## config.mk

```make
export PLATFORM = sky130hd
export DESIGN_NAME = dma_core_top
export DESIGN_NICKNAME = d
export VERILOG_FILES = /design/src/hdl/dma_pkg.sv /design/src/hdl/dma_reg_frontend.sv /design/src/hdl/dma_job_queue.sv /design/src/hdl/dma_backend.sv /design/src/hdl/dma_core_top.sv
export SDC_FILE = /design/constraint.sdc
export NUM_CORES = 1
export LEC_CHECK = 0
export BUFFER_PORTS_ARGS = -buffer_cell sky130_fd_sc_hd__buf_2
export CORE_MARGIN = 4
export CORE_UTILIZATION = 51
export CTS_CLUSTER_SIZE = 14
export DETAILED_ROUTE_END_ITERATION = 10
export PLACE_DENSITY = 0.7
export SETUP_SLACK_MARGIN = 0.15
export SYNTH_ARGS = -nofsm -noshare
export SYNTH_HDL_FRONTEND = slang
export SYNTH_HIERARCHICAL = 1
export SYNTH_SLANG_ARGS = --single-unit
export TNS_END_PERCENT = 30
```

## constraint.sdc

```tcl
create_clock -name clk_i -period 7.9 [get_ports clk_i]
set_input_delay 1.58 -clock clk_i [delete_from_list [all_inputs] [get_ports clk_i]]
set_output_delay 1.58 -clock clk_i [all_outputs]
set_load 0.02 [all_outputs]
```

## src/hdl/dma_pkg.sv

```systemverilog
// ************************************************
// Shared types, register map and backend states
// of the DMA engine. Modules take it with a
// wildcard import in their body.
// ************************************************

`default_nettype none

package dma_pkg;

  localparam int unsigned ADDR_WIDTH = 32;
  localparam int unsigned DATA_WIDTH = 32;
  localparam int unsigned TID_WIDTH  = 32;
  localparam int unsigned REG_ADDR_WIDTH = 3;

  // Word addresses, no byte offset bits
  typedef logic [ADDR_WIDTH-1:0]     addr_t;
  typedef logic [DATA_WIDTH-1:0]     data_t;
  typedef logic [ADDR_WIDTH-1:0]     len_t;
  typedef logic [TID_WIDTH-1:0]      tid_t;
  typedef logic [REG_ADDR_WIDTH-1:0] reg_addr_t;

  // Register map of the front end
  localparam reg_addr_t REG_SRC     = 3'd0;
  localparam reg_addr_t REG_DST     = 3'd1;
  localparam reg_addr_t REG_LEN     = 3'd2;
  // Bit 0 is busy
  localparam reg_addr_t REG_STATUS  = 3'd3;
  localparam reg_addr_t REG_NEXT_ID = 3'd4;
  localparam reg_addr_t REG_DONE_ID = 3'd5;

  // Copy engine states
  typedef enum logic [1:0] {
    BE_IDLE  = 2'd0,
    BE_COPY  = 2'd1,
    BE_DRAIN = 2'd2
  } be_state_t;

endpackage

`default_nettype wire

```

## src/hdl/dma_reg_frontend.sv

```systemverilog
// ************************************************
// Register front end of the DMA engine. Holds the
// job registers, launches a job on a NEXT_ID read
// and counts finished jobs in DONE_ID. Read data
// returns one cycle after the read strobe.
// ************************************************

`timescale 1ns/100ps
`default_nettype none

module dma_reg_frontend (
  input  logic               clk_i,
  input  logic               reset_i,
  input  logic               reg_wr_i,
  input  logic               reg_rd_i,
  input  dma_pkg::reg_addr_t reg_addr_i,
  input  dma_pkg::data_t     reg_wdata_i,
  input  logic               queue_full_i,
  input  logic               queue_empty_i,
  input  logic               backend_idle_i,
  input  logic               job_done_i,
  output dma_pkg::data_t     reg_rdata_o,
  output logic               reg_rvalid_o,
  output logic               job_push_o,
  output dma_pkg::addr_t     job_src_o,
  output dma_pkg::addr_t     job_dst_o,
  output dma_pkg::len_t      job_len_o
);
  import dma_pkg::*;

  addr_t src_q;
  addr_t dst_q;
  len_t  len_q;
  tid_t  id_q;
  tid_t  id_next;
  tid_t  done_id_q;
  data_t rdata_d;
  data_t rdata_q;
  logic  rvalid_q;
  logic  launch_rd;
  logic  busy;

  // Ids skip zero, which marks a refused launch
  function automatic tid_t tid_incr(tid_t id);
    return (id == '1) ? tid_t'(1) : id + tid_t'(1);
  endfunction

  assign launch_rd = reg_rd_i && (reg_addr_i == REG_NEXT_ID);
  // Refuse zero length or a full queue
  assign job_push_o = launch_rd && (len_q != '0) && !queue_full_i;
  assign id_next    = tid_incr(id_q);
  assign busy       = !queue_empty_i || !backend_idle_i;

  assign job_src_o    = src_q;
  assign job_dst_o    = dst_q;
  assign job_len_o    = len_q;
  assign reg_rdata_o  = rdata_q;
  assign reg_rvalid_o = rvalid_q;

  always_comb begin
    case (reg_addr_i)
      REG_SRC:     rdata_d = src_q;
      REG_DST:     rdata_d = dst_q;
      REG_LEN:     rdata_d = len_q;
      REG_STATUS:  rdata_d = {{(DATA_WIDTH-1){1'b0}}, busy};
      REG_NEXT_ID: rdata_d = job_push_o ? id_next : '0;
      REG_DONE_ID: rdata_d = done_id_q;
      default:     rdata_d = '0;
    endcase
  end

  always_ff @(posedge clk_i) begin
    if (reset_i) begin
      src_q     <= '0;
      dst_q     <= '0;
      len_q     <= '0;
      id_q      <= '0;
      done_id_q <= '0;
      rvalid_q  <= 1'b0;
    end else begin
      if (reg_wr_i) begin
        case (reg_addr_i)
          REG_SRC: src_q <= reg_wdata_i;
          REG_DST: dst_q <= reg_wdata_i;
          REG_LEN: len_q <= reg_wdata_i;
          default: ;
        endcase
      end
      if (job_push_o) begin
        id_q <= id_next;
      end
      // Jobs complete in launch order
      if (job_done_i) begin
        done_id_q <= tid_incr(done_id_q);
      end
      rvalid_q <= reg_rd_i;
    end
  end

  // Read data register
  always_ff @(posedge clk_i) begin
    if (reg_rd_i) begin
      rdata_q <= rdata_d;
    end
  end

  // Every done strobe belongs to a job launched earlier
  a_done_after_launch: assert property (
    @(posedge clk_i) disable iff (reset_i) job_done_i |-> (done_id_q != id_q)
  ) else $error("job done reported with no launched job outstanding");

endmodule

`default_nettype wire

```

## src/hdl/dma_job_queue.sv

```systemverilog
// ************************************************
// Job FIFO between the register front end and the
// copy backend. Holds whole job descriptors, the
// head is visible while the queue is not empty.
// ************************************************

`timescale 1ns/100ps
`default_nettype none

module dma_job_queue #(
  parameter int unsigned QUEUE_DEPTH = 2
) (
  input  logic           clk_i,
  input  logic           reset_i,
  input  logic           push_i,
  input  dma_pkg::addr_t src_i,
  input  dma_pkg::addr_t dst_i,
  input  dma_pkg::len_t  len_i,
  input  logic           pop_i,
  output logic           full_o,
  output logic           empty_o,
  output dma_pkg::addr_t head_src_o,
  output dma_pkg::addr_t head_dst_o,
  output dma_pkg::len_t  head_len_o
);
  import dma_pkg::*;

  localparam int unsigned PTR_WIDTH = (QUEUE_DEPTH > 1) ? $clog2(QUEUE_DEPTH) : 1;
  localparam int unsigned CNT_WIDTH = $clog2(QUEUE_DEPTH + 1);

  typedef logic [PTR_WIDTH-1:0] ptr_t;
  typedef logic [CNT_WIDTH-1:0] cnt_t;

  addr_t src_mem [QUEUE_DEPTH];
  addr_t dst_mem [QUEUE_DEPTH];
  len_t  len_mem [QUEUE_DEPTH];
  ptr_t  wr_ptr_q;
  ptr_t  rd_ptr_q;
  cnt_t  count_q;

  // Wrap at the depth, also works for a depth of one
  function automatic ptr_t ptr_incr(ptr_t ptr);
    return (ptr == ptr_t'(QUEUE_DEPTH - 1)) ? '0 : ptr + ptr_t'(1);
  endfunction

  assign empty_o    = (count_q == '0);
  assign full_o     = (count_q == cnt_t'(QUEUE_DEPTH));
  assign head_src_o = src_mem[rd_ptr_q];
  assign head_dst_o = dst_mem[rd_ptr_q];
  assign head_len_o = len_mem[rd_ptr_q];

  always_ff @(posedge clk_i) begin
    if (reset_i) begin
      wr_ptr_q <= '0;
      rd_ptr_q <= '0;
      count_q  <= '0;
    end else begin
      if (push_i) begin
        wr_ptr_q <= ptr_incr(wr_ptr_q);
      end
      if (pop_i) begin
        rd_ptr_q <= ptr_incr(rd_ptr_q);
      end
      case ({push_i, pop_i})
        2'b10:   count_q <= count_q + cnt_t'(1);
        2'b01:   count_q <= count_q - cnt_t'(1);
        default: ;
      endcase
    end
  end

  always_ff @(posedge clk_i) begin
    if (push_i) begin
      src_mem[wr_ptr_q] <= src_i;
      dst_mem[wr_ptr_q] <= dst_i;
      len_mem[wr_ptr_q] <= len_i;
    end
  end

  a_no_pop_when_empty: assert property (
    @(posedge clk_i) disable iff (reset_i) pop_i |-> !empty_o
  ) else $error("pop from an empty job queue");

  a_no_push_when_full: assert property (
    @(posedge clk_i) disable iff (reset_i) push_i |-> !full_o
  ) else $error("push into a full job queue");

endmodule

`default_nettype wire

```

## src/hdl/dma_backend.sv

```systemverilog
// ************************************************
// Copy engine of the DMA. Pops a job, issues one
// word read per cycle and writes each word two
// cycles after its read. done_o pulses one cycle
// after the last write of a job.
// ************************************************

`timescale 1ns/100ps
`default_nettype none

module dma_backend (
  input  logic           clk_i,
  input  logic           reset_i,
  input  logic           job_empty_i,
  input  dma_pkg::addr_t job_src_i,
  input  dma_pkg::addr_t job_dst_i,
  input  dma_pkg::len_t  job_len_i,
  input  dma_pkg::data_t mem_rdata_i,
  output logic           job_pop_o,
  output logic           idle_o,
  output logic           done_o,
  output logic           mem_rd_o,
  output dma_pkg::addr_t mem_raddr_o,
  output logic           mem_wr_o,
  output dma_pkg::addr_t mem_waddr_o,
  output dma_pkg::data_t mem_wdata_o
);
  import dma_pkg::*;

  be_state_t  state_q;
  be_state_t  state_d;
  addr_t      rd_addr_q;
  addr_t      wr_addr_q;
  len_t       rd_left_q;
  addr_t      issue_waddr;
  logic       issue_last;
  logic [1:0] issue_tag;
  logic [1:0] tag_q;
  logic       in_flight;
  // Write pipeline, stage 1 waits for read data, stage 2 writes
  logic       s1_valid_q;
  logic       s1_last_q;
  addr_t      s1_addr_q;
  logic [1:0] s1_tag_q;
  logic       s2_valid_q;
  logic       s2_last_q;
  addr_t      s2_addr_q;
  logic [1:0] s2_tag_q;
  data_t      wdata_q;
  logic       done_q;
  logic [1:0] done_tag_q;

  // New job may start once the previous one has issued its last read
  assign job_pop_o   = (state_q != BE_COPY) && !job_empty_i;
  assign mem_rd_o    = job_pop_o || (state_q == BE_COPY);
  assign mem_raddr_o = job_pop_o ? job_src_i : rd_addr_q;
  assign issue_waddr = job_pop_o ? job_dst_i : wr_addr_q;
  assign issue_last  = job_pop_o ? (job_len_i == len_t'(1)) : (rd_left_q == len_t'(1));
  assign issue_tag   = job_pop_o ? tag_q + 2'd1 : tag_q;
  assign in_flight   = s1_valid_q || s2_valid_q;

  assign idle_o      = (state_q == BE_IDLE);
  assign done_o      = done_q;
  assign mem_wr_o    = s2_valid_q;
  assign mem_waddr_o = s2_addr_q;
  assign mem_wdata_o = wdata_q;

  always_comb begin
    state_d = state_q;
    if (job_pop_o) begin
      state_d = issue_last ? BE_DRAIN : BE_COPY;
    end else if ((state_q == BE_COPY) && issue_last) begin
      state_d = BE_DRAIN;
    end else if ((state_q == BE_DRAIN) && done_q && !in_flight) begin
      // DONE_ID has counted the job by the time idle shows
      state_d = BE_IDLE;
    end
  end

  always_ff @(posedge clk_i) begin
    if (reset_i) begin
      state_q    <= BE_IDLE;
      tag_q      <= '0;
      s1_valid_q <= 1'b0;
      s2_valid_q <= 1'b0;
      done_q     <= 1'b0;
    end else begin
      state_q    <= state_d;
      s1_valid_q <= mem_rd_o;
      s2_valid_q <= s1_valid_q;
      done_q     <= s2_valid_q && s2_last_q;
      if (job_pop_o) begin
        tag_q <= issue_tag;
      end
    end
  end

  always_ff @(posedge clk_i) begin
    if (mem_rd_o) begin
      rd_addr_q <= mem_raddr_o + addr_t'(1);
      wr_addr_q <= issue_waddr + addr_t'(1);
      rd_left_q <= (job_pop_o ? job_len_i : rd_left_q) - len_t'(1);
    end
    s1_addr_q  <= issue_waddr;
    s1_last_q  <= issue_last;
    s1_tag_q   <= issue_tag;
    s2_addr_q  <= s1_addr_q;
    s2_last_q  <= s1_last_q;
    s2_tag_q   <= s1_tag_q;
    // Read data arrives one cycle after the read
    wdata_q    <= mem_rdata_i;
    done_tag_q <= s2_tag_q;
  end

  // A job finishes only after all of its reads have gone out
  a_done_after_reads: assert property (
    @(posedge clk_i) disable iff (reset_i)
    (done_o && mem_rd_o) |-> (done_tag_q != issue_tag)
  ) else $error("done reported while the same job still reads");

endmodule

`default_nettype wire

```

## src/hdl/dma_core_top.sv

```systemverilog
// ************************************************
// Top level of the DMA engine. Joins the register
// front end, the job queue and the copy backend.
// QUEUE_DEPTH sets the number of pending jobs.
// ************************************************

`timescale 1ns/100ps
`default_nettype none

module dma_core_top #(
  parameter int unsigned QUEUE_DEPTH = 2
) (
  input  logic               clk_i,
  input  logic               reset_i,
  input  logic               reg_wr_i,
  input  logic               reg_rd_i,
  input  dma_pkg::reg_addr_t reg_addr_i,
  input  dma_pkg::data_t     reg_wdata_i,
  input  dma_pkg::data_t     mem_rdata_i,
  output dma_pkg::data_t     reg_rdata_o,
  output logic               reg_rvalid_o,
  output logic               mem_rd_o,
  output dma_pkg::addr_t     mem_raddr_o,
  output logic               mem_wr_o,
  output dma_pkg::addr_t     mem_waddr_o,
  output dma_pkg::data_t     mem_wdata_o
);
  import dma_pkg::*;

  // Launch path
  logic  job_push;
  addr_t job_src;
  addr_t job_dst;
  len_t  job_len;
  logic  queue_full;
  logic  queue_empty;

  // Queue head towards the backend
  addr_t head_src;
  addr_t head_dst;
  len_t  head_len;
  logic  job_pop;

  logic  backend_idle;
  logic  job_done;

  dma_reg_frontend i_frontend (
    .clk_i          ( clk_i        ),
    .reset_i        ( reset_i      ),
    .reg_wr_i       ( reg_wr_i     ),
    .reg_rd_i       ( reg_rd_i     ),
    .reg_addr_i     ( reg_addr_i   ),
    .reg_wdata_i    ( reg_wdata_i  ),
    .queue_full_i   ( queue_full   ),
    .queue_empty_i  ( queue_empty  ),
    .backend_idle_i ( backend_idle ),
    .job_done_i     ( job_done     ),
    .reg_rdata_o    ( reg_rdata_o  ),
    .reg_rvalid_o   ( reg_rvalid_o ),
    .job_push_o     ( job_push     ),
    .job_src_o      ( job_src      ),
    .job_dst_o      ( job_dst      ),
    .job_len_o      ( job_len      )
  );

  dma_job_queue #(
    .QUEUE_DEPTH ( QUEUE_DEPTH )
  ) i_queue (
    .clk_i      ( clk_i       ),
    .reset_i    ( reset_i     ),
    .push_i     ( job_push    ),
    .src_i      ( job_src     ),
    .dst_i      ( job_dst     ),
    .len_i      ( job_len     ),
    .pop_i      ( job_pop     ),
    .full_o     ( queue_full  ),
    .empty_o    ( queue_empty ),
    .head_src_o ( head_src    ),
    .head_dst_o ( head_dst    ),
    .head_len_o ( head_len    )
  );

  dma_backend i_backend (
    .clk_i       ( clk_i        ),
    .reset_i     ( reset_i      ),
    .job_empty_i ( queue_empty  ),
    .job_src_i   ( head_src     ),
    .job_dst_i   ( head_dst     ),
    .job_len_i   ( head_len     ),
    .mem_rdata_i ( mem_rdata_i  ),
    .job_pop_o   ( job_pop      ),
    .idle_o      ( backend_idle ),
    .done_o      ( job_done     ),
    .mem_rd_o    ( mem_rd_o     ),
    .mem_raddr_o ( mem_raddr_o  ),
    .mem_wr_o    ( mem_wr_o     ),
    .mem_waddr_o ( mem_waddr_o  ),
    .mem_wdata_o ( mem_wdata_o  )
  );

endmodule

`default_nettype wire

```

* Yosys cells after proc, flatten, opt, wreduce, memory -nomap -nowiden
Memory sizes are Yosys's and may differ from the RTL's. A register that Yosys moved wholly into a read port is not among the register bits.
Cells that the tools add are included.
** Storage, ports and cells
- Input bits :: 71
- Word-level logic and storage cells :: 96
- Bits in registers :: 396
- Output and inout port bits :: 131
- Memory bits (writable) :: 192
- Memories :: 3
** Memory list
- i_queue.dst_mem :: words 2, bits a word 32, read ports 1, clocked after Yosys merged registers in 1, write ports 1, RTL line dma_job_queue.sv:35 : addr_t dst_mem [QUEUE_DEPTH];
- i_queue.len_mem :: words 2, bits a word 32, read ports 1, clocked after Yosys merged registers in 1, write ports 1, RTL line dma_job_queue.sv:36 : len_t len_mem [QUEUE_DEPTH];
- i_queue.src_mem :: words 2, bits a word 32, read ports 1, clocked after Yosys merged registers in 1, write ports 1, RTL line dma_job_queue.sv:34 : addr_t src_mem [QUEUE_DEPTH];
** Cells by class
- Equality and inequality tests :: 15
- Add/sub/neg operators :: 9
- Reductions and logical operators :: 24
- Multiplexer cells :: 23
** Operators by type and width (number)
- $mux W32 :: 6
- $pmux W32 S6 :: 1
- $add A32 B1 Y32 const B :: 4
- $eq A32 B1 Y1 const B :: 2
- $eq A32 B32 Y1 const B :: 2
- $reduce_bool A32 Y1 :: 1
- $sub A32 B1 Y32 const B :: 1
- $mux W1 :: 11
- $logic_and A1 B1 Y1 :: 8
- $mux W2 :: 4
- $eq A2 B2 Y1 const B :: 3
- $eq A3 B2 Y1 const B :: 2
- $eq A3 B3 Y1 const B :: 2
- $reduce_and A2 Y1 :: 3
- $eq A2 B1 Y1 const B :: 2
- $logic_not A1 Y1 :: 4
- $logic_not A2 Y1 :: 2
- $pmux W2 S2 :: 1
- $eq A3 B1 Y1 const B :: 1
- $logic_not A3 Y1 :: 1
- $logic_or A1 B1 Y1 :: 3
- $reduce_bool A3 Y1 :: 1
- $add A1 B1 Y1 const B :: 2
- $add A2 B1 Y2 const B :: 1
- other kinds (3) :: 3

* Logic depth before layout (Yosys ltp)
- Depth in word-level cells :: 7
- Mapped depth :: 15
- Mapped depth without buffers :: 12

* Cells and area by module
The synthesis kept the hierarchy.
** By module, submodules not included
- dma_backend :: area an instance 9102.5 um2, cells each 887, sequential area each 4944.7 um2, times used 1
- dma_reg_frontend :: area an instance 8768.4 um2, cells each 1029, sequential area each 4184.0 um2, times used 1
- dma_job_queue :: area an instance 7138.1 um2, cells each 321, sequential area each 5865.6 um2, times used 1

* Worst setup path after synthesis
Ideal clock, no wire load.
- Path kind :: input to register
- Start :: in reg_addr_i[2]
- End :: mem i_queue/dst_mem[0][0] (netlist bit) (enable)
- Stages :: 6
- Data required time :: 7.349 ns
- Setup slack :: 0.994 ns
- Data arrival time :: 6.355 ns
- Cell sequence :: nor2b_1 > and4bb_2 > o21ai_1 > inv_1 > inv_1 > nor2_1
** Between the ends
- Longest elaborated chain between the ends :: 6
** RTL lines
- start: declaration :: RTL line dma_core_top.sv:17 : input dma_pkg::reg_addr_t reg_addr_i,
- $eq A3 B3 Y1 :: RTL line dma_reg_frontend.sv:48 : assign launch_rd = reg_rd_i && (reg_addr_i == REG_NEXT_ID);
- $logic_and A1 B1 Y1 :: RTL line dma_reg_frontend.sv:48
- $logic_and A1 B1 Y1 (2 in a row) :: RTL line dma_reg_frontend.sv:50 : assign job_push_o = launch_rd && (len_q != '0) && !queue_full_i;
- via job_push :: RTL line dma_core_top.sv:31 : logic job_push;
- $mux W1 :: RTL line dma_job_queue.sv:73 : if (push_i) begin
- $mux W1 (not written as such) :: RTL line dma_job_queue.sv:75 : dst_mem[wr_ptr_q] <= dst_i;
- end: declaration :: RTL line dma_job_queue.sv:35
The timed path passes the listed nets, and every way through them passes these cells.

* Final worst setup path
- Start :: reg i_queue.count_q[0]
- End :: out mem_raddr_o[30]
** Between the ends
- Longest elaborated chain between the ends :: 4
** RTL lines
- start: declaration :: RTL line dma_job_queue.sv:39 : cnt_t count_q;
- start signal: assignment :: RTL line dma_job_queue.sv:65 : 2'b10: count_q <= count_q + cnt_t'(1);
- start signal: assignment :: RTL line dma_job_queue.sv:66 : 2'b01: count_q <= count_q - cnt_t'(1);
- $logic_not A2 Y1 :: RTL line dma_job_queue.sv:46 : assign empty_o = (count_q == '0);
- via queue_empty :: RTL line dma_core_top.sv:36 : logic queue_empty;
- $logic_not A1 Y1 :: RTL line dma_backend.sv:54 : assign job_pop_o = (state_q != BE_COPY) && !job_empty_i;
- $logic_and A1 B1 Y1 :: RTL line dma_backend.sv:54
- $mux W32 :: RTL line dma_backend.sv:56 : assign mem_raddr_o = job_pop_o ? job_src_i : rd_addr_q;
- end: declaration :: RTL line dma_core_top.sv:23 : output dma_pkg::addr_t mem_raddr_o,
The timed path passes the listed nets, and every way through them passes these cells.

==> summary.md <==
| Metric | Value |
|---|---|
| Clock Path Buffers | 3 |
| Min Hold Slack | 323 ps |
| Hold_buf cts | 0 |
| Routed wire length per instance | about 22 µm |
| Synth warnings | 6 |
| Vias in the first global route | 17537 |
| Reg2reg start | i_queue/count_q[0] |
| Hold Crit Endpoint | i_backend/mem_waddr_o[0] |
| Overflow after GRT | 0 |
| Clock transition at path regs | 60 ps |
| Final Max Slew Viols | 0 |
| Unique masters post-synth | 79 |
| Top FF cell, synth | edfxtp_1 |
| Number of CTS-inserted buffers | between 50 and 60 |
| Later-pin clock latency in the skew report | 620 ps |
| Req. time, crit path | 6320 ps |
| Fin crit period | between 5000 and 6000 ps |
| Global Route Usage Sum | 24.8% |
| Max Freq | ~180 MHz |
| EDFF count, synth | 320 |
| Commonest non-fill, non-tap cells in the layout | 378 x nand2_1, 320 x edfxtp_1, 268 x dfxtp_1 |
| Outcome | finished clean |
| Vias | 18265 |
| Hold Crit Depth | 0 |
| Post-route insts no fill | 3116 |
| Leak | 10.0 nW |
| WP data arrival | slightly below 4000 ps |
| RD Place Congestion | 0.899 |
| Placed cell count | ~3000 |
| Seq/Total Area, Yosys | 60.0% |
| Die Ht | between 200 and 250 µm |
| Via density | 5.86 |
| Fill cell count | about 4000 |
| Area post-placement | 0.0265 mm² |
| Number of port buffers | 201 |
| Postcts setup bufs | 0 |
| DP HPWL | 47.4 mm |
| Fin crit share | between 60% and 70% |
| Chip width | 229 µm |
| Max Cap Violations | 0 |
| Hold Path Class | reg -> reg |
| Clock tree sinks | a little under 600 |
| Pwr/cell area | 331 mW/mm² |
| Crit path max fanout | 68 |
| Register area | between 0.01 and 0.015 mm² |
| Dpl ws | around 2800 ps |
| Post-CTS resize count | 0 |
| Syn_nets | 2315 |
| Endpoints failing hold | 0 |
| Kind of critical path | reg -> out |
| Layout Skew | roughly 15 ps |
| CTS tree | built |
| Diode count | 0 |
| Area of the core | 0.0481 mm² |
| Hold path start | i_backend/s1_addr_q[0] |
| Worst slew margin | 15.0% |
| First-pass GRT wire length | 103 mm |
| RSZ-0062 raised after global routing | no |
| Starting Density | 51.9% |
| Commonest non-fill, non-tap cell in the layout | nand2_1 |
| Tightest Pin Transition | 1270 ps |
| Met1 Resource Use GR | between 30 and 40% |
| Mapped Avg Cell Area | 11.2 µm² |
| Fin area | 0.0285 mm² |
| Final ANT Viol Nets | 0 |
| Grt met2 use | 38.7% |
| Final wirelength | 67.3 mm |
| DR pass1 iterations | 6 |
| Antenna violations before repair | 0 |
| Final setup violation count | 0 |
| R2R cell count | 13 |
| Max VDD drop | 0.185 mV |
| GR Util met3 | 3.86% |
| H-tree depth | 2 |
| 1st-iter DRT viols | 1568 |
| Crit. End Element | primary output |
| Share of cells above drive strength 1 | 18.4% |
| Die ar. | 0.0526 mm² |
| I/O pin cnt | 202 |
| Worst Setup Start Kind | register |
| CTS root buf | clkbuf_16 |
| Async set-reset flop share out of synthesis | 0% |
| # DRC | 0 |
| GRT busiest layer | met2 |
| Mapped Cells | 2237 |
| Setup TNS | 0 ps |
| Largest net degree at the start of global routing | between 90 and 100 |
| Crit Reg-Reg Endpoint | i_backend/wr_addr_q[22] |
| Setup ws final | 2400 ps |
| Number of synthesized register bits | 589 |
| Mapped Area | 0.0250 mm² |
| Std-Cell Rows | 80 |
| Nets | 2488 |
| Multi-input logic area | 0.00931 mm² |
| Reg-to-reg slack, setup | roughly 3300 ps |
| Area Growth Syn to Fin | 14.2% |
routing by layer:
metal / up-vias / wire [µm]
met5: - / 0
li1: 8466 / -
met4: 0 / 1610
met1: 8903 / 30200
met3: 116 / 5160
met2: 780 / 30400
how the worst max path moves through the flow:
stage / endpoint / slack (ps) / start
after global placement: i_queue/src_mem[1][22] / 2930 / reg_rd_i
after detailed placement: i_queue/dst_mem[1][26] / 2830 / reg_rd_i
after CTS: mem_raddr_o[30] / 2410 / i_queue/count_q[0]
after floorplan: i_queue/dst_mem[0][0] / 990 / reg_addr_i[2]
after global routing: mem_raddr_o[30] / 2160 / i_queue/count_q[0]
final: mem_raddr_o[30] / 2400 / i_queue/count_q[0]
cells by family after synthesis:
kind of cell / synth area share [%]
AND/OR/NAND/NOR: 15.3
flip-flops: 60.0
AO/OA/AOI/OAI: 9.62
buffers and inverters: 3.00
multiplexers: 6.62
XOR/XNOR: 5.18
adder cells (fa/ha/maj): 0.350
area by class of cell:
class                   count  share of cell area, %
multi-input cells        1477                   32.6
repair buffers            226                   4.19
well taps                 656                   2.87
clock buffers              79                   5.83
flip-flops and latches    589                   52.5
clock inverters            32                   1.21
inverters                  57                  0.754
metrics by stage:
stage | total power, mW | utilization (%)
finish | 9.44 | 59.3
global route | 9.89 | 59.3
CTS | 9.48 | 59.3
detailed placement | 6.60 | 55.1
global placement | 6.54 | 55.1
floorplan | 5.88 | -
worst max-delay path: stages (launching register included):
cell and delay (ps):
dfxtp_1 360, nor2_2 90, buf_4 340, inv_1 370, nand2_4 150, buf_4 700, buf_4 590, mux2i_1 360
inv_1 100, buf_2 170
state kept, by name, indices dropped and copies added (netlist names), 2 cells and up, named ones only:
| register | count |
|---|---|
| i_queue/count_q | 2 |
| i_frontend/id_q | 32 |
| i_backend/rd_left_q | 32 |
| i_backend/mem_waddr_o | 32 |
| i_queue/dst_mem | 64 |
| i_backend/mem_wdata_o | 32 |
| i_frontend/reg_rdata_o | 32 |
| i_backend/s1_addr_q | 32 |
| i_frontend/job_dst_o | 32 |
| i_backend/wr_addr_q | 32 |
| i_frontend/job_src_o | 32 |
| i_frontend/job_len_o | 32 |
| i_frontend/done_id_q | 32 |
| i_queue/len_mem | 64 |
| i_queue/src_mem | 64 |
| i_backend/rd_addr_q | 32 |
| i_backend/state_q | 2 |
power breakdown:
| group | switching, mW | internal, mW | leakage, nW |
|---|---|---|---|
| Clock | 1.20 | 1.68 | 0.975 |
| Sequential | 0.290 | 3.92 | 5.13 |
| Combinational | 1.55 | 0.805 | 3.94 |
Yosys cell counts, types with 6 or more instances:
cell      count  share of area [%]
mux2_2       94                4.2
dfxtp_1     269                 22
buf_2        42               0.84
o21a_1        6               0.18
inv_1        56               0.84
nor2_1      103                1.5
nor3_1       51                1.0
xor2_1       55                1.9
mux2_1        6               0.27
a31oi_1      13               0.33
nand2_1     379                5.7
or4_1         8               0.24
o211ai_1     42                1.3
o21ai_0      34               0.68
a22oi_1      65                2.0
mux2i_1      53                2.1
a21oi_1     139                2.8
and4_1        9               0.32
clkbuf_1     61               0.92
nor2b_1       9               0.23
nand3_1      63                1.3
nand4_1      41                1.0
xnor2_1      93                3.3
edfxtp_1    320                 38
and2_1       10               0.25
and3_1       40                1.0
nor4_1       21               0.53
o22ai_1       6               0.15
or3_1        22               0.55
o32ai_1      14               0.49
ha_1          7               0.35
buf_6         6               0.27
Note: power is estimated with default switching activity, not from simulation.
